## config.mk

```make
export PLATFORM = sky130hd
export DESIGN_NAME = cmd_seq_mux
export DESIGN_NICKNAME = d
export VERILOG_FILES = /design/src/cmd_seq_pkg.sv /design/src/cmd_deser.sv /design/src/cmd_seq_arbiter.sv /design/src/cmd_seq_mux.sv /design/src/status_generate.sv
export VERILOG_INCLUDE_DIRS = /design/src /design/src/include
export SDC_FILE = /design/constraint.sdc
export NUM_CORES = 1
export LEC_CHECK = 0
export ABC_AREA = 1
export BUFFER_PORTS_ARGS = -buffer_cell sky130_fd_sc_hd__buf_2
export CAP_MARGIN = 0
export CORE_UTILIZATION = 40
export DETAILED_ROUTE_END_ITERATION = 12
export PLACE_DENSITY = 0.68
export SETUP_SLACK_MARGIN = 0.05
export SLEW_MARGIN = 20
export SYNTH_ARGS = -nofsm -noshare
export SYNTH_HDL_FRONTEND = slang
export SYNTH_SLANG_ARGS = --single-unit
```

## constraint.sdc

```tcl
create_clock -name mclk -period 2.4 [get_ports mclk]
set_input_delay 0.36 -clock mclk [delete_from_list [all_inputs] [get_ports mclk]]
set_output_delay 0.36 -clock mclk [all_outputs]
set_load 0.03 [all_outputs]
```

## src/include/cmd_seq_consts.svh

```systemverilog
/*
 * cmd_seq_mux constants
 * command address and mask, status address, write widths, channel count
 */
`ifndef CMD_SEQ_CONSTS_SVH
`define CMD_SEQ_CONSTS_SVH

// command port address of this block, status control only
`define CSM_CMD_ADDR     16'h0702
`define CSM_CMD_MASK     16'h07ff  // bits taking part in address compare

// first byte of every status packet
`define CSM_STATUS_ADDR  8'h38

// sequencer write address width
`define CSM_WADDR_BITS   14

// sensor channels feeding the mux
`define CSM_NUM_CHN      4

`endif

```

## src/cmd_seq_pkg.sv

```systemverilog
/*
 * cmd_seq_pkg
 * shared types of the command sequencer mux: write struct and enums
 */
`default_nettype none

`include "cmd_seq_consts.svh"

package cmd_seq_pkg;

    // one sequencer register write
    typedef struct packed {
        logic [`CSM_WADDR_BITS-1:0] waddr;  // register address
        logic [31:0]                wdata;  // register data
    } seq_wr_t;

    // status reporting mode, low two bits of the status command
    typedef enum logic [1:0] {
        STATUS_OFF  = 2'b00,  // silent
        STATUS_ONCE = 2'b01,  // one packet then off
        STATUS_RSVD = 2'b10,  // behaves as off
        STATUS_AUTO = 2'b11   // packet on every payload change
    } status_mode_e;

    // command deserializer states
    typedef enum logic [1:0] {
        DS_IDLE    = 2'b00,  // waiting for strobe
        DS_ADDR_HI = 2'b01,  // next byte is address high
        DS_DATA    = 2'b10   // next byte is data
    } deser_state_e;

    // status packet sender states
    typedef enum logic [1:0] {
        ST_IDLE = 2'b00,
        ST_REQ  = 2'b01,  // address byte offered to ring
        ST_SEND = 2'b10   // payload bytes going out
    } stat_state_e;

endpackage

`default_nettype wire

```

## src/cmd_deser.sv

```systemverilog
/*
 * cmd_deser
 * collects a three byte command (addr lo, addr hi, data) and filters on address
 */
`timescale 1ns/1ps
`default_nettype none

`include "cmd_seq_consts.svh"

module cmd_deser (
    input  logic       mclk,
    input  logic       rst,
    input  logic [7:0] cmd_ad,    // byte stream with addr lo first
    input  logic       cmd_stb,   // marks the addr lo byte
    output logic [7:0] cmd_data,  // data of the last matching command
    output logic       cmd_we     // one cycle pulse after the data byte
);

    cmd_seq_pkg::deser_state_e state;

    logic [7:0]  addr_lo;   // held until addr hi arrives
    logic [15:0] addr_full; // assembled command address
    logic        addr_hit;  // masked compare result
    logic        match_r;   // address matched, waiting for data

    assign addr_full = {cmd_ad, addr_lo};
    assign addr_hit  = ((addr_full ^ `CSM_CMD_ADDR) & `CSM_CMD_MASK) == 16'h0000;

    // byte sequencing
    always_ff @(posedge mclk or posedge rst) begin
        if (rst) begin
            state   <= cmd_seq_pkg::DS_IDLE;
            match_r <= 1'b0;
            cmd_we  <= 1'b0;
        end else begin
            cmd_we <= 1'b0;                           // pulse by default
            if (cmd_stb) begin
                state   <= cmd_seq_pkg::DS_ADDR_HI;   // restart in any state
                match_r <= 1'b0;
            end else begin
                case (state)
                    cmd_seq_pkg::DS_ADDR_HI: begin
                        match_r <= addr_hit;          // decide before data
                        state   <= cmd_seq_pkg::DS_DATA;
                    end
                    cmd_seq_pkg::DS_DATA: begin
                        cmd_we  <= match_r;           // only our address
                        match_r <= 1'b0;
                        state   <= cmd_seq_pkg::DS_IDLE;
                    end
                    default: begin
                        state <= cmd_seq_pkg::DS_IDLE;
                    end
                endcase
            end
        end
    end

    // byte capture
    always_ff @(posedge mclk) begin
        if (cmd_stb) begin
            addr_lo <= cmd_ad;                        // first byte
        end
        if (!cmd_stb && (state == cmd_seq_pkg::DS_DATA) && match_r) begin
            cmd_data <= cmd_ad;                       // keep previous on mismatch
        end
    end

endmodule

`default_nettype wire

```

## src/cmd_seq_arbiter.sv

```systemverilog
/*
 * cmd_seq_arbiter
 * round robin pick among channel writes, one registered output slot
 */
`timescale 1ns/1ps
`default_nettype none

`include "cmd_seq_consts.svh"

module cmd_seq_arbiter (
    input  logic                                   mclk,
    input  logic                                   rst,
    input  cmd_seq_pkg::seq_wr_t [`CSM_NUM_CHN-1:0] chn_wr,    // per channel write
    input  logic                 [`CSM_NUM_CHN-1:0] wr_en,     // level requests
    output logic                 [`CSM_NUM_CHN-1:0] ackn,      // one cycle accept
    output cmd_seq_pkg::seq_wr_t                   out_wr,    // selected write
    output logic                                   wr_en_out, // out_wr valid
    input  logic                                   ackn_out,  // downstream took it
    output logic                                   any_req    // someone is waiting
);

    localparam int CHN_BITS = $clog2(`CSM_NUM_CHN);

    logic [`CSM_NUM_CHN-1:0] req;     // requests not yet acknowledged
    logic [`CSM_NUM_CHN-1:0] grant;   // one-hot of sel
    logic [CHN_BITS-1:0]     chn_r;   // last served channel
    logic [CHN_BITS-1:0]     sel;     // next channel to serve
    logic                    full_r;  // output slot occupied
    logic                    take;    // load slot this edge

    // a channel still sees its ackn this cycle, skip it
    assign req       = wr_en & ~ackn;
    assign any_req   = |req;
    assign take      = any_req && (!full_r || ackn_out);  // no bubble on ackn_out
    assign wr_en_out = full_r;

    // first requester after chn_r, searching upward with wrap
    always_comb begin : rr_pick
        logic [CHN_BITS-1:0] idx;
        logic                found;
        sel   = chn_r;
        found = 1'b0;
        for (int i = 1; i <= `CSM_NUM_CHN; i++) begin
            idx = chn_r + CHN_BITS'(i);                   // wraps at channel count
            if (req[idx] && !found) begin
                sel   = idx;
                found = 1'b1;
            end
        end
    end

    always_comb begin
        grant      = '0;
        grant[sel] = 1'b1;
    end

    // control state
    always_ff @(posedge mclk or posedge rst) begin
        if (rst) begin
            full_r <= 1'b0;
            ackn   <= '0;
            chn_r  <= CHN_BITS'(`CSM_NUM_CHN - 1);        // channel 0 goes first
        end else begin
            if (take) begin
                full_r <= 1'b1;                           // refilled or newly filled
            end else if (ackn_out) begin
                full_r <= 1'b0;                           // drained, nothing waiting
            end
            ackn <= take ? grant : '0;                    // pulse with output valid
            if (take) begin
                chn_r <= sel;
            end
        end
    end

    // output payload, held while slot is full and not acknowledged
    always_ff @(posedge mclk) begin
        if (take) begin
            out_wr <= chn_wr[sel];
        end
    end

endmodule

`default_nettype wire

```

## src/cmd_seq_mux.sv

```systemverilog
/*
 * cmd_seq_mux
 * four channel command write mux with status reporting on the ring
 */
`timescale 1ns/1ps
`default_nettype none

`include "cmd_seq_consts.svh"

module cmd_seq_mux (
    input  logic                                   mclk,
    input  logic                                   rst,
    // programming port
    input  logic                 [7:0]             cmd_ad,       // addr lo, addr hi, data
    input  logic                                   cmd_stb,      // with addr lo
    // status ring
    output logic                 [7:0]             status_ad,
    output logic                                   status_rq,
    input  logic                                   status_start,
    // sensor channels
    input  logic                 [`CSM_NUM_CHN-1:0][3:0] frame_num,  // per channel frame
    input  cmd_seq_pkg::seq_wr_t [`CSM_NUM_CHN-1:0] chn_wr,
    input  logic                 [`CSM_NUM_CHN-1:0] wr_en,
    output logic                 [`CSM_NUM_CHN-1:0] ackn,
    // command bus
    output cmd_seq_pkg::seq_wr_t                   out_wr,
    output logic                                   wr_en_out,
    input  logic                                   ackn_out
);

    logic [7:0]  cmd_data;   // status command byte
    logic        cmd_we;
    logic        any_req;    // pending channel writes
    logic [17:0] payload;    // frames 3..0, any_req, wr_en_out

    assign payload = {frame_num, any_req, wr_en_out};

    cmd_deser u_cmd_deser (
        .mclk     (mclk),
        .rst      (rst),
        .cmd_ad   (cmd_ad),
        .cmd_stb  (cmd_stb),
        .cmd_data (cmd_data),
        .cmd_we   (cmd_we)
    );

    cmd_seq_arbiter u_arbiter (
        .mclk      (mclk),
        .rst       (rst),
        .chn_wr    (chn_wr),
        .wr_en     (wr_en),
        .ackn      (ackn),
        .out_wr    (out_wr),
        .wr_en_out (wr_en_out),
        .ackn_out  (ackn_out),
        .any_req   (any_req)
    );

    status_generate u_status (
        .mclk         (mclk),
        .rst          (rst),
        .cmd_we       (cmd_we),
        .cmd_data     (cmd_data),
        .payload      (payload),
        .status_ad    (status_ad),
        .status_rq    (status_rq),
        .status_start (status_start)
    );

endmodule

`default_nettype wire

```

## src/status_generate.sv

```systemverilog
/*
 * status_generate
 * status mode register and byte serial status packet sender
 */
`timescale 1ns/1ps
`default_nettype none

`include "cmd_seq_consts.svh"

module status_generate (
    input  logic        mclk,
    input  logic        rst,
    input  logic        cmd_we,        // status command strobe
    input  logic [7:0]  cmd_data,      // {seq, mode}
    input  logic [17:0] payload,       // live status bits
    output logic [7:0]  status_ad,     // addr byte, then three data bytes
    output logic        status_rq,     // request to ring
    input  logic        status_start   // ring accepted addr byte
);

    cmd_seq_pkg::status_mode_e mode;
    cmd_seq_pkg::status_mode_e cmd_mode;
    cmd_seq_pkg::stat_state_e  state;

    logic [5:0]  seq;        // sequence tag from command
    logic [17:0] last_sent;  // payload of the last packet
    logic [23:0] pkt_sh;     // outgoing bytes with low byte first
    logic [1:0]  byte_cnt;
    logic        cmd_trig;   // command asks for a packet
    logic        cmd_pend;   // command arrived while busy
    logic        auto_en;
    logic        auto_chg;   // auto mode and payload moved

    assign cmd_mode = cmd_seq_pkg::status_mode_e'(cmd_data[1:0]);
    assign cmd_trig = cmd_we && ((cmd_mode == cmd_seq_pkg::STATUS_ONCE) ||
                                 (cmd_mode == cmd_seq_pkg::STATUS_AUTO));

    always_comb begin
        case (mode)
            cmd_seq_pkg::STATUS_AUTO: auto_en = 1'b1;
            default:                  auto_en = 1'b0;    // rsvd acts as off
        endcase
    end

    assign auto_chg  = auto_en && (payload != last_sent);
    assign status_rq = (state == cmd_seq_pkg::ST_REQ);
    assign status_ad = (state == cmd_seq_pkg::ST_SEND) ? pkt_sh[7:0] : `CSM_STATUS_ADDR;

    always_ff @(posedge mclk or posedge rst) begin
        if (rst) begin
            mode     <= cmd_seq_pkg::STATUS_OFF;
            seq      <= '0;
            state    <= cmd_seq_pkg::ST_IDLE;
            byte_cnt <= '0;
            cmd_pend <= 1'b0;
        end else begin
            if (cmd_we) begin
                mode <= cmd_mode;                        // command wins over once-clear
                seq  <= cmd_data[7:2];
            end else if (status_rq && status_start &&
                         (mode == cmd_seq_pkg::STATUS_ONCE)) begin
                mode <= cmd_seq_pkg::STATUS_OFF;        // single shot done
            end
            if (state == cmd_seq_pkg::ST_IDLE) begin
                cmd_pend <= 1'b0;                        // idle serves it directly
            end else if (cmd_trig) begin
                cmd_pend <= 1'b1;
            end
            case (state)
                cmd_seq_pkg::ST_IDLE: begin
                    if (cmd_trig || cmd_pend || auto_chg) begin
                        state <= cmd_seq_pkg::ST_REQ;
                    end
                end
                cmd_seq_pkg::ST_REQ: begin
                    byte_cnt <= '0;
                    if (status_start) begin
                        state <= cmd_seq_pkg::ST_SEND;
                    end
                end
                cmd_seq_pkg::ST_SEND: begin
                    byte_cnt <= byte_cnt + 2'd1;
                    if (byte_cnt == 2'd2) begin
                        state <= cmd_seq_pkg::ST_IDLE;  // third data byte out
                    end
                end
                default: state <= cmd_seq_pkg::ST_IDLE;
            endcase
        end
    end

    // packet data sampled when the ring takes the addr byte
    always_ff @(posedge mclk) begin
        if (status_rq && status_start) begin
            pkt_sh    <= {payload[17:2], seq, payload[1:0]};
            last_sent <= payload;                        // reference for auto mode
        end else if (state == cmd_seq_pkg::ST_SEND) begin
            pkt_sh <= {8'h00, pkt_sh[23:8]};            // next byte down
        end
    end

endmodule

`default_nettype wire
```

### Word level (Yosys, flattened, before mapping)

Cells that the tools add are included.

| word-level totals | value |
|---|---|
| register bits after elaboration | 128 |
| input bits | 217 |
| word-level logic and storage cells | 114 |

| cells by class | value |
|---|---|
| $add $sub $neg | 4 |
| order comparisons | 6 |
| eq/ne operators | 13 |
| muxes and demuxes | 41 |
| bitwise operators | 3 |
| reductions and logical operators | 30 |

Operators by type and width:

| operator | number |
|---|---|
| binary-select mux 46 bit (select 2 bit) | 1 |
| 2-to-1 mux 24 bit | 2 |
| 2-to-1 mux 46 bit | 1 |
| 2-to-1 mux 2 bit | 11 |
| inequality test 18 bit | 1 |
| zero test 16 bit | 1 |
| 2-to-1 mux 1 bit | 16 |
| less-than comparator 2 x 3 -> 1 bit, second input constant | 5 |
| logical AND 1 bit | 11 |
| equality test 2 bit, second input constant | 5 |
| nonzero test 2 bit | 5 |
| binary-select mux 1 bit (select 2 bit) | 4 |
| equality test 2 x 1 -> 1 bit, second input constant | 4 |
| 2-to-1 mux 8 bit | 1 |
| NOT 4 bit | 2 |
| one-hot mux 2 bit (3 select lines) | 1 |
| zero test 1 bit | 5 |
| adder 2 x 1 -> 2 bit, second input constant | 2 |
| adder 2 bit, second input constant | 2 |
| AND 4 bit | 1 |
| logical OR 1 bit | 4 |
| 2-to-1 mux 4 bit | 1 |
| inequality test 2 bit, second input constant | 2 |
| one-hot mux 2 bit (2 select lines) | 1 |
| other kinds (8) | 8 |

### Longest topological paths before layout

Gate-level depths: netlist of the first run.

| depth | value |
|---|---|
| word-level depth | 19 |
| mapped depth | 16 |
| depth with buffers taken out | 13 |

### Modules after synthesis

Synthesis of the first run repeated with hierarchy kept, for this count alone.

| second synthesis, totals | value |
|---|---|
| cell total of the unflattened synthesis | 947 |
| area total of the unflattened synthesis | 7373.3 sq um |

By module, submodules not included:

| module | times used | cells an instance | area each (sq um) | seq. area each (sq um) |
|---|---|---|---|---|
| cmd_seq_arbiter | 1 | 638 | 4200.3 | 1559.0 |
| status_generate | 1 | 265 | 2494.9 | 1586.5 |
| cmd_deser | 1 | 44 | 678.2 | 580.6 |

### Least setup slack after synthesis of the first run

No wires, ideal clock.

| timing path | value |
|---|---|
| path type | register -> register |
| start | register u_arbiter.ackn[1] |
| end | register u_arbiter.chn_r[0] |
| setup time | 0.098 ns |
| arrival time | 2.257 ns |
| data required time | 2.302 ns |
| setup slack | 0.044 ns |
| stages on the path, launching flop included | 10 |
| period minus slack after synthesis | 2.356 ns |
| cell sequence | dfrtp_1 inv_1 nand2_1 nand2_1 nor2_1 inv_1 o21ai_0 inv_1 nand3_1 o21ai_0 |

RTL lines:

| element | RTL line | source |
|---|---|---|
| start, declared | cmd_seq_arbiter.sv:15 | `` output logic [`CSM_NUM_CHN-1:0] ackn, `` |
| start signal, assigned | cmd_seq_arbiter.sv:69 | `ackn <= take ? grant : '0;` |
| NOT 4 bit | cmd_seq_arbiter.sv:32 | `assign req = wr_en & ~ackn;` |
| AND 4 bit | cmd_seq_arbiter.sv:32 |  |
| OR reduction 4 bit | cmd_seq_arbiter.sv:33 | `assign any_req = \|req;` |
| named net any_req | cmd_seq_mux.sv:33 | `logic any_req;` |
| logical AND 1 bit | cmd_seq_arbiter.sv:34 | `assign take = any_req && (!full_r \|\| ackn_out);` |
| named net u_arbiter.take | cmd_seq_arbiter.sv:29 | `logic take;` |
| end signal, assigned | cmd_seq_arbiter.sv:62 | `` chn_r <= CHN_BITS'(`CSM_NUM_CHN - 1); `` |
| end signal, assigned | cmd_seq_arbiter.sv:71 | `chn_r <= sel;` |
| end, declared | cmd_seq_arbiter.sv:26 | `logic [CHN_BITS-1:0] chn_r;` |

The timed path passes the listed nets, and every way through them passes these cells. The select of a mux whose other input is x is not followed.
A chain may end at the register's enable or synchronous reset.

### Worst setup path in the final report of the first run

| timing path | value |
|---|---|
| start | register u_arbiter.chn_r[0] |
| end | register u_arbiter.out_wr[43] (netlist name) |

| between the ends | value |
|---|---|
| cells in the longest elaborated chain, start to end | 15 |

Ends and longest elaborated chain:

| element | RTL line | source |
|---|---|---|
| adder 2 x 1 -> 2 bit | cmd_seq_arbiter.sv:44 | `idx = chn_r + CHN_BITS'(i);` |
| binary-select mux 1 bit (select 2 bit) | cmd_seq_arbiter.sv:45 | `if (req[idx] && !found) begin` |
| 2-to-1 mux 1 bit (implied by the code) | cmd_seq_arbiter.sv:45 |  |
| 2-to-1 mux 1 bit | cmd_seq_arbiter.sv:45 |  |
| zero test 1 bit | cmd_seq_arbiter.sv:45 |  |
| logical AND 1 bit | cmd_seq_arbiter.sv:45 |  |
| 2-to-1 mux 1 bit | cmd_seq_arbiter.sv:45 |  |
| zero test 1 bit | cmd_seq_arbiter.sv:45 |  |
| logical AND 1 bit | cmd_seq_arbiter.sv:45 |  |
| 2-to-1 mux 1 bit | cmd_seq_arbiter.sv:45 |  |
| zero test 1 bit | cmd_seq_arbiter.sv:45 |  |
| logical AND 1 bit | cmd_seq_arbiter.sv:45 |  |
| 2-to-1 mux 2 bit * | cmd_seq_arbiter.sv:45 |  |
| binary-select mux 46 bit (select 2 bit) * | cmd_seq_arbiter.sv:79 | `out_wr <= chn_wr[sel];` |
| 2-to-1 mux 46 bit (implied by the code) * | cmd_seq_arbiter.sv:79 |  |

Every way passes the cells marked *; elsewhere a longest branch is shown, timed or not. The select of a mux whose other input is x is not followed.

==> results by group, run 1 <==
STA
  • Tcrit/Tclk final: 0.928
  • Worst-Margin Slew: 0.952 ns
  • Crit path time final: 2.23 ns
  • Final setup skew: 0.00884 ns
  • Setup violations, final: 0
  • RSZ-0062 raised after global routing: no
  • Fmax: 449 MHz
  • Fin Setup TNS: 0 ns
  • Final Hold Vio Count: 0
  • Final Slew Violations: 0
  • Relative slew slack: 0.365

Synthesis
  • Yosys top cell by area: edfxtp_1
  • Proportion of synthesized area in mux cells: 0.00163
  • Syn avg cell area: 8.10 um2
  • Number of synthesized flops with an enable pin: 104
  • Combinational family with the most area after synthesis: simple AND/OR/NAND/NOR gates
  • Synth async-reset ratio: 0.188
  • Seq/Total Area, Yosys: 0.539
  • Synth cell types: 33
  • Xor/xnor share of the synthesized area: 0.0127
  • Synth Register Bits: 128
  • Synthesized area: 0.00691 mm2
  • Yosys warning count: 0
  • Synth Area in Adders: 0.00724
  • Area share of the largest cell type after synthesis: 0.452
  • Synth area leaders: edfxtp_1, nand2_1, dfrtp_1
  • Synth Area in Simple Gates: 0.344
  • Synth Net Count: 1,074
  • Syn Inst Count: 853
  • Compound-Gate Fraction of Synth Area: 0.0237
  • Synth Flop Type: edfxtp_1

Final layout
  • Final instance area: 0.00920 mm2
  • # fillers: 1,564
  • Final net count: 1,345
  • Syn-to-layout area delta: 33.1%
  • Fin cells: 1,358
  • Layout cells sized above 1: 0.310

Routing
  • Final WL: 20,200 um
  • Routed Antenna Nets: 0
  • Routed len/inst: 14.9 um
  • Via count: 6,588
  • Router iterations before antenna repair: 5
  • DRT iter0 DRCs: 431
  • Avg Vias per Cell: 4.85
  • Drt drc: 0

Setup path
  • Crit start category: register
  • Worst path max stage delay: 0.61 ns
  • Crit-path cells: buf_4 -> nand2_1 -> nand2_1 -> nand2_1 -> nand2_2 -> nand3_2 -> nand2_4 -> nand2_4 -> buf_12 -> nand2_1 -> nand2_1 -> nand2_1 -> nand2_1
  • Worst Path Required: 2.56 ns
  • Critical path buffers and inverters: 2
  • Most frequent CP cell: nand2_1
  • Critical path type: reg -> reg
  • Crit path max-delay family: simple AND/OR/NAND/NOR gates
  • Crit Path Max Fanout: 34
  • CP arrival: 2.39 ns
  • CP max-delay cell: dfstp_2
  • CP endpoint kind: register

Global route
  • GRT Util Overall: 0.222
  • Vias in the first global route: 5,935
  • Initial antenna violation count: 1
  • Largest net degree at the start of global routing: 93
  • GR Overflow Total: 0
  • First-pass GRT wire length: 30,300 um

Die
  • Die area: 0.0178 mm2
  • Top-level I/O count: 277
  • Die Ht: 133 um
  • Core Rows: 47
  • Core area: 0.0167 mm2
  • Chip width: 133 um
  • Starting Density: 0.414

Clocking
  • H-Tree Depth: 4
  • Cts hold-fix bufs: 0
  • Clock slew at reported path FFs: 0.06 ns
  • Num CTS Buffers: 17
  • Clock root buffer: clkbuf_16
  • Longest Clk Path Bufs: 2
  • CTS tree: built
  • Clock Latency Late Sink: 0.41 ns
  • Clk sink count: 128

Pwr
  • Lkg Pwr: 4.78 nW
  • Pwr dens: 1680 mW/mm2
  • Maximum vdd drop: 1.22 mV

Worst hold path
  • Hold Crit Class: in -> reg

Run status
  • Status: completed

Placement
  • IO Port Bufs: 276
  • Placer Congestion: 0.874
  • Placement Cell Area: 0.00850 mm2
  • Dpl cells: 1,320
  • Hpwl dp: 14,700 um

Run
  • Max-cap viol count: 0
synth_stat cells, types with 5 or more instances:
cell        n
edfxtp_1  104
o21ai_0    22
nand3_1   110
nand2_1   429
buf_2      19
nor2_1     25
dfrtp_1    22
inv_1      48
clkbuf_1   11
xnor2_1     6
buf_6      12
nand2_2     5
report_power, final:
part,switching (mW),total [mW],internal [mW]
sequential,0.236,3.92,3.69
clock,0.991,2.35,1.36
combinational,6.17,9.16,3.00
metrics by stage:
stage | setup slack, ns | utilization | total power, mW | hold WS (ns)
6_report | 0.173 | 0.551 | 15.4 | 0.150
5_1_grt | 0.0241 | 0.551 | 16.7 | 0.123
4_1_cts | 0.0454 | 0.542 | 14.9 | 0.130
3_5_place_dp | 0.0536 | 0.509 | 12.6 | 0.452
3_3_place_gp | 0.110 | 0.509 | 12.4 | 0.438
2_1_floorplan | 0.0515 | - | 10.5 | 0.373
cell families after synthesis:
family | count (synthesis)
compound gates | 31
flops | 128
simple gates | 582
mux | 1
buf+inv | 97
fa+ha+maj | 4
xor+xnor | 10
timing repair:
action,CTS,global route
endpoints found under the hold margin,0,0
setup endpoints to repair,2,49
pin swaps,0,2
gates resized for setup,0,16
setup buffers,0,2
cloned,0,3
worst paths after layout:
kind | start | end | slack [ns] | cells after the start
setup / recovery | u_arbiter.chn_r[0] | u_arbiter.out_wr[43] | 0.17 | 13
hold / removal | cmd_ad[5] | u_cmd_deser.cmd_data[5] | 0.15 | 1
setup reg to reg | u_arbiter.chn_r[0] | u_arbiter.out_wr[43] | 0.17 | 13
hold reg to reg | u_cmd_deser.cmd_data[4] | u_status.seq[2] | 0.46 | 2
max in group asynchronous | rst | u_status.byte_cnt[1] | 1.65 | 2
min in group asynchronous | rst | u_cmd_deser.match_r | 0.16 | 2
metal layers:
layer  share of wire  GRT usage  up-vias
met4           0.029     0.0852        0
met5               0          0        -
met3           0.060     0.0483       37
met1            0.43      0.293     2993
met2            0.48      0.358      263
li1                -          -     3295
state kept, by name, summed over array words and instances, names as in the netlist:
name                  count
u_status.mode             2
u_arbiter.chn_r           2
u_status.last_sent       18
u_arbiter.out_wr         46
u_arbiter.wr_en_out       1
u_status.seq              6
u_cmd_deser.addr_lo       8
u_status.cmd_pend         1
u_cmd_deser.match_r       1
u_status.pkt_sh          24
u_cmd_deser.state         2
u_arbiter.ackn            4
u_cmd_deser.cmd_we        1
u_cmd_deser.cmd_data      8
u_status.state            2
u_status.byte_cnt         2
cells in the final DEF (no fill, tap or decap), types with 2 or more instances in the layout:
cell and count:
a21oi_1 4, inv_1 47, xor2_1 4, nor4_1 2, nand3_1 106, buf_12 7
edfxtp_1 104, buf_2 276, xnor2_1 6, dfrtp_1 22, clkbuf_16 20, clkinvlp_4 7
clkinv_4 2, nand2_4 2, inv_6 4, dfstp_2 2, nand3_2 6, nand2_1 428
ha_1 4, nand4_1 2, buf_4 10, o21ai_0 22, o22ai_1 2, nor2_1 25
nand2_2 4, clkinv_2 2, inv_4 2, or2_2 3
layout make-up:
class / count / area, um2 / share of cell area
Inverter: 51 / 200 / 0.0218
Clock inverter: 14 / 108 / 0.0117
Antenna cell: 1 / 2.50 / 0.000272
Clock buffer: 18 / 439 / 0.0478
Timing Repair Buffer: 298 / 1710 / 0.186
Sequential cell: 128 / 3730 / 0.405
Tap cell: 220 / 275 / 0.0299
Multi-Input combinational cell: 628 / 2730 / 0.297
Note: power is estimated with default switching activity, not from simulation.
==> inputs of run 2 (changes only) <==
--- a/config.mk
+++ b/config.mk
@@ -9,9 +9,9 @@
 export ABC_AREA = 1
 export BUFFER_PORTS_ARGS = -buffer_cell sky130_fd_sc_hd__buf_2
 export CAP_MARGIN = 0
-export CORE_UTILIZATION = 40
+export CORE_UTILIZATION = 49
 export DETAILED_ROUTE_END_ITERATION = 12
-export PLACE_DENSITY = 0.68
+export PLACE_DENSITY = 0.81
 export SETUP_SLACK_MARGIN = 0.05
 export SLEW_MARGIN = 20
 export SYNTH_ARGS = -nofsm -noshare
==> run 2 against run 1 <==
Clock skew about the same. Final cell count shrank 3.2%. Critical path depth is the same. Power shrank 0.45%. Utilization rose by 11 points. Via count rose by 1.7%. Largest power group unchanged. Sequential share of layout area rose by 0.30 points. Clock power rose by 4%. Non-clock buffer count decreased by 2. Combinational power decreased by 2%. Die area fell by 18%. Critical endpoint is now u_arbiter.out_wr[7]. Worst setup slack lost 0.011 ns.
==> results by group, run 2 (synthesis results as in run 1) <==
Final layout
  • Most common cell after layout, fill and taps aside: nand2_1
  • Max reg flops: 46 (unchanged)
  • Commonest cells after routing, fill and taps aside: nand2_1, buf_2, nand3_1
  • Final net count: 1,343 (-0.15%)
  • Layout cells sized above 1: 0.304 (-0.00650)
  • Fin util: 0.660 (+0.110)
  • # fillers: 1,178 (-25%)
  • Reg area: 0.00373 mm2 (unchanged)
  • Syn-to-layout area delta: 32.1%
  • Antenna diode count: 0 (-1)
  • Multi-input combinational cell area: 0.00273 mm2 (-0.32%)
  • Top reg by flops: u_arbiter.out_wr
  • Top flop regs: u_arbiter.out_wr (46), u_status.pkt_sh (24), u_status.last_sent (18)

Setup path
  • CP endpoint kind: register
  • Origin of the worst setup path: u_arbiter.chn_r[0]
  • Critical path type: reg -> reg
  • Crit start category: register
  • Reg2Reg Launch Point: u_arbiter.chn_r[0]
  • Crit Path Max Fanout: 47 (+38%)
  • R2R depth: 13 (unchanged)
  • CP arrival: 2.41 ns (+0.02 ns)
  • Worst Path Required: 2.57 ns (about the same)

STA
  • Fmax: 447 MHz (-0.49%)
  • RSZ-0062 raised after global routing: yes
  • Relative slew slack: 0.498 (+0.133)
  • Final Hold Vio Count: 0 (unchanged)
  • Final Slew Violations: 0 (unchanged)
  • Tcrit/Tclk final: 0.933 (+0.00454)
  • Setup violations, final: 0 (unchanged)
  • Final setup skew: 0.00869 ns (-0.000151 ns)
  • Fin Setup TNS: 0 ns (unchanged)
  • Worst-Margin Slew: 0.750 ns (-0.202 ns)
  • Crit path time final: 2.24 ns (+0.0109 ns)

Routing
  • Avg Vias per Cell: 5.09 (+5.0%)
  • Routed len/inst: 14.8 um (-0.71%)
  • Router iterations before antenna repair: 5 (unchanged)
  • Via count: 6,697 (+1.7%)
  • Routed Antenna Nets: 0 (unchanged)
  • DRT iter0 DRCs: 623 (+45%)
  • Final WL: 19,400 um (-3.9%)
  • Drt drc: 0 (unchanged)

Worst hold path
  • Hold path cells: 1 (unchanged)
  • Hold Crit Class: in -> reg
  • Hold Startpoint: cmd_ad[3]

Clocking
  • Clock Latency Late Sink: 0.42 ns (about the same)
  • CTS tree: built
  • H-Tree Depth: 4 (unchanged)
  • Clock slew at reported path FFs: 0.06 ns (about the same)
  • Num CTS Buffers: 17 (unchanged)
  • Clock root buffer: clkbuf_16
  • Longest Clk Path Bufs: 2 (unchanged)
  • Clk sink count: 128 (unchanged)

Run
  • Max-cap viol count: 0 (unchanged)

Die
  • Starting Density: 0.500 (+0.0860)
  • Core Rows: 43 (-8.5%)
  • Core area: 0.0138 mm2 (-17%)
  • Die area: 0.0146 mm2 (-18%)
  • Chip width: 121 um (-9.5%)
  • Top-level I/O count: 277 (unchanged)
  • Die Ht: 121 um (-9.5%)

Placement
  • Placer Congestion: 0.827 (-5.4%)
  • Hpwl dp: 13,800 um (-6.2%)
  • IO Port Bufs: 276 (unchanged)

Pwr
  • Lkg Pwr: 4.77 nW (-0.25%)
  • Maximum vdd drop: 1.11 mV (-9.0%)
  • Pwr dens: 1680 mW/mm2 (+0.29%)

Global route
  • Largest net degree at the start of global routing: 94 (+1.1%)
  • GR Overflow Total: 0 (unchanged)
  • First-pass GRT wire length: 28,900 um (-4.4%)
  • Vias in the first global route: 6,003 (+1.1%)
  • GRT Util Overall: 0.260 (+0.0376)
  • Initial antenna violation count: 0 (-1)

Run status
  • Status: completed
[run 2: cell types whose count changed in the layout (fill, tap and decap cells not counted), sizes merged]
cell	previous run	this run
buf	295	292
diode	1	0
clkbuf	21	23
clkinv	4	3
inv	54	52
dlygate4sd3	0	1
bufinv	0	1
[run 2: final cells by class]
type / instances / area share
Tap cell: 180 / 0.0247
Sequential cell: 128 / 0.408
Inverter: 51 / 0.0217
Timing Repair Buffer: 296 / 0.185
Multi-Input combinational cell: 628 / 0.299
Clock inverter: 12 / 0.0122
Clock buffer: 20 / 0.0500
[run 2: repair_timing]
action / in CTS / in global routing
hold endpoints to repair: 22 / 0
setup endpoints to repair: 0 / 46
setup buffers: 0 / 3
gates resized for setup: 0 / 7
hold buffers: 1 / 0
[run 2: final timing paths]
check                                    endpoint  slack (ns)
max                           u_arbiter.out_wr[7]        0.16
min reg2reg                       u_status.seq[3]        0.46
min in group asynchronous    u_cmd_deser.state[1]        0.54
min                        u_cmd_deser.addr_lo[3]        0.14
max reg2reg                   u_arbiter.out_wr[7]        0.16
max in group asynchronous      u_arbiter.chn_r[1]        1.57
[run 2: worst max-delay path, stage by stage (launching register included)]
cell and delay (ns):
dfstp_2 0.61, buf_4 0.16, nand2_1 0.05, nand2_1 0.08
nand3_1 0.11, nand2_2 0.15, nand2_1 0.06, nand2_1 0.10
nand2_4 0.11, buf_16 0.20, nand3_1 0.11, nand2_1 0.06
nand2_1 0.08, nand2_1 0.06
[run 2: power breakdown]
part	total (mW)	internal (mW)	switching [mW]
combinational	8.99	2.92	6.07
clock	2.44	1.48	0.964
sequential	3.93	3.69	0.246
total	15.4	8.09	7.28
[run 2: layer usage]
| layer | track usage | vias to the layer above | wire, um |
|---|---|---|---|
| met2 | 0.432 | 318 | 9780 |
| met4 | 0.133 | 0 | 640 |
| met5 | 0 | - | 0 |
| met1 | 0.321 | 3049 | 7670 |
| li1 | - | 3291 | - |
| met3 | 0.0514 | 39 | 1330 |
[run 2: metrics by stage]
step / setup WS (ns) / power (mW) / instance area (um2) / std cells / hold WS [ns]
finish: 0.162 / 15.4 / 9130 / 1315 / 0.141
floorplan: 0.0515 / 10.5 / 6920 / 853 / 0.373
CTS: 0.142 / 14.7 / 9000 / 1309 / 0.129
global route: 0.0187 / 16.6 / 9130 / 1315 / 0.126
global placement: 0.211 / 12.0 / 8420 / 1276 / 0.426
detailed placement: 0.176 / 12.2 / 8420 / 1276 / 0.430
==> inputs of run 3 (changes only) <==
--- a/config.mk
+++ b/config.mk
@@ -9,9 +9,11 @@
 export ABC_AREA = 1
 export BUFFER_PORTS_ARGS = -buffer_cell sky130_fd_sc_hd__buf_2
 export CAP_MARGIN = 0
-export CORE_UTILIZATION = 49
+export CELL_PAD_IN_SITES_DETAIL_PLACEMENT = 1
+export CELL_PAD_IN_SITES_GLOBAL_PLACEMENT = 2
+export CORE_UTILIZATION = 27
 export DETAILED_ROUTE_END_ITERATION = 12
-export PLACE_DENSITY = 0.81
+export PLACE_DENSITY_LB_ADDON = 0.1
 export SETUP_SLACK_MARGIN = 0.05
 export SLEW_MARGIN = 20
 export SYNTH_ARGS = -nofsm -noshare
==> run 3 against run 2 <==
Critical path depth unchanged. Cell area grew 2.5%. Final cell count increased by 12%. Flip-flop and latch count did not move. Critical endpoint is now u_arbiter.out_wr[3]. Largest power group unchanged. Highest routed layer is now met5.
==> results by group, run 3 (synthesis results as in run 1) <==
Final layout
  • Fin cells: 1,472 (+12%)
  • Most common cell after layout, fill and taps aside: nand2_1
  • Commonest cells after routing, fill and taps aside: nand2_1, buf_2, nand3_1
  • Final net count: 1,347 (+0.30%)
  • Multi-input combinational cell area: 0.00273 mm2 (about the same)
  • Fin util: 0.372 (-0.288)
  • Reg area: 0.00373 mm2 (unchanged)
  • Max reg flops: 46 (unchanged)
  • Top flop regs: u_arbiter.out_wr (46), u_status.pkt_sh (24), u_status.last_sent (18)
  • # fillers: 3,173 (+170%)
  • Syn-to-layout area delta: 35.3%
  • Layout cells sized above 1: 0.307 (+0.00332)
  • Top reg by flops: u_arbiter.out_wr
  • Final instance area: 0.00935 mm2 (+2.5%)

Run status
  • Status: completed

STA
  • Final setup skew: 0.0134 ns (+0.00468 ns)
  • Worst Slack Setup Final: 0.204 ns (+0.0420 ns)
  • Final Hold Vio Count: 0 (unchanged)
  • Tcrit/Tclk final: 0.915 (-0.0175)
  • Worst-Margin Slew: 0.689 ns (-0.0616 ns)
  • Final Slew Violations: 0 (unchanged)
  • Fin Setup TNS: 0 ns (unchanged)
  • Hold slack: 0.138 ns (-0.00320 ns)
  • Relative slew slack: 0.539 (+0.0412)
  • Crit path time final: 2.20 ns (-0.0420 ns)
  • RSZ-0062 raised after global routing: yes
  • Setup violations, final: 0 (unchanged)
  • Fmax: 455 MHz (+1.9%)

Global route
  • Largest net degree at the start of global routing: 59 (-37%)
  • Vias in the first global route: 6,889 (+15%)
  • GRT Util Overall: 0.182 (-0.0775)
  • Initial antenna violation count: 8 (+8)
  • GR Overflow Total: 0 (unchanged)
  • First-pass GRT wire length: 36,600 um (+27%)

Routing
  • Router iterations before antenna repair: 6 (+1)
  • M1 WL: 9480 um (+24%)
  • Final WL: 23,200 um (+19%)
  • DRT iter0 DRCs: 236 (-62%)
  • Routed Antenna Nets: 0 (unchanged)
  • Metal2 WL: 11,800 um (+21%)
  • Routed len/inst: 15.8 um (+6.7%)
  • DR top layer: met5
  • Avg Vias per Cell: 4.42 (-13%)
  • Via count: 6,503 (-2.9%)
  • WL met3: 1550 um (+16%)
  • Drt drc: 0 (unchanged)

Worst hold path
  • Hold Crit Class: in -> reg
  • Worst Hold End: u_status.last_sent[17]
  • Hold path cells: 1 (unchanged)
  • Hold Startpoint: frame_num[15]

Placement
  • Dpl cells: 1,431 (+12%)
  • Hpwl dp: 17,300 um (+26%)
  • Worst slack, placed: 0.0221 ns (-0.154 ns)
  • IO Port Bufs: 276 (unchanged)
  • Placement Cell Area: 0.00864 mm2 (+2.6%)
  • Placer Congestion: 0.771 (-6.8%)

Die
  • Core area: 0.0251 mm2 (+82%)
  • Top-level I/O count: 277 (unchanged)
  • Chip width: 162 um (+34%)
  • Die Ht: 162 um (+34%)
  • Starting Density: 0.275 (-0.225)
  • Die area: 0.0262 mm2 (+80%)
  • Core Rows: 58 (+35%)

Setup path
  • R2r endpoint: u_arbiter.out_wr[3]
  • CP arrival: 2.36 ns (-0.05 ns)
  • Critical path type: reg -> reg
  • CP endpoint kind: register
  • Crit start category: register
  • R2R depth: 13 (unchanged)
  • R2r setup slk: 0.20 ns (+0.04 ns)
  • Worst Path Required: 2.57 ns (about the same)
  • Reg2Reg Launch Point: u_arbiter.chn_r[0]
  • Crit Path Max Fanout: 33 (-30%)

Clocking
  • Clock slew at reported path FFs: 0.07 ns (about the same)
  • Clk sink count: 128 (unchanged)
  • Clock Latency Late Sink: 0.42 ns (about the same)
  • CTS tree: built
  • Longest Clk Path Bufs: 2 (unchanged)
  • Clock root buffer: clkbuf_16
  • H-Tree Depth: 4 (unchanged)
  • Num CTS Buffers: 17 (unchanged)

Pwr
  • Pwr dens: 1660 mW/mm2 (-1.2%)
  • Power, Total: 15.6 mW (+1.2%)
  • Lkg Pwr: 4.81 nW (+0.92%)
  • Maximum vdd drop: 0.658 mV (-41%)

Run
  • Max-cap viol count: 0 (unchanged)
run 3: changes by cell type in the layout (fill, tap and decap cells not counted), moves of 2 or more:
cell / before / now
buf_4: 8 / 13
clkinv_4: 1 / 4
clkinvlp_4: 7 / 1
diode_2: 0 / 3
buf_12: 6 / 8
inv_8: 0 / 2
clkbuf_8: 2 / 0
run 3: worst max-delay path, stage by stage (launching register included):
cell	delay [ns]
dfstp_2	0.55
buf_12	0.11
nand3_1	0.11
nand2_1	0.12
nand2_1	0.05
nand2_1	0.13
nand3_2	0.13
nand2_4	0.14
nand2_8	0.12
buf_12	0.19
nand2_1	0.07
nand2_1	0.08
nand2_1	0.08
nand2_1	0.05
run 3: how the worst max path moves through the flow:
stage / depth (start not counted) / slack [ns] / end / startpoint
floorplan: 9 / 0.05 / u_arbiter.chn_r[0] / u_arbiter.ackn[1]
global placement: 11 / 0.001 / u_arbiter.out_wr[4] / u_arbiter.chn_r[0]
detailed placement: 13 / 0.02 / u_arbiter.out_wr[3] / u_arbiter.chn_r[0]
CTS: 14 / 0.12 / u_arbiter.out_wr[28] / u_arbiter.chn_r[0]
global route: 13 / 0.02 / u_arbiter.out_wr[3] / u_arbiter.chn_r[0]
finish: 13 / 0.20 / u_arbiter.out_wr[3] / u_arbiter.chn_r[0]
run 3: routing by layer:
| layer | vias up | GRT usage |
|---|---|---|
| li1 | 3301 | - |
| met1 | 3006 | 0.206 |
| met2 | 166 | 0.325 |
| met3 | 24 | 0.0638 |
| met4 | 6 | 0.0480 |
| met5 | - | 0 |
run 3: power by group:
part           internal, mW  leakage (nW)  switching [mW]
clock network          1.57         0.299            1.07
logic                  2.88          3.20            6.12
registers              3.68          1.31           0.224
total                  8.14          4.81            7.41
run 3: layout make-up:
cell class | count | area share
diodes | 3 | 0.000803
repair buffers | 300 | 0.180
inverters | 51 | 0.0211
multi-input cells | 628 | 0.292
flip-flops and latches | 128 | 0.398
clock buffers | 20 | 0.0512
clock inverters | 12 | 0.0130
well taps | 330 | 0.0442
run 3: timing repair:
| action | CTS | global route |
|---|---|---|
| hold endpoints to repair | 17 | 0 |
| pin swaps | 0 | 2 |
| resized for setup | 1 | 6 |
| cloned | 0 | 1 |
| hold buffers | 1 | 0 |
| endpoints found under the setup margin | 15 | 47 |
| setup buffers | 0 | 4 |
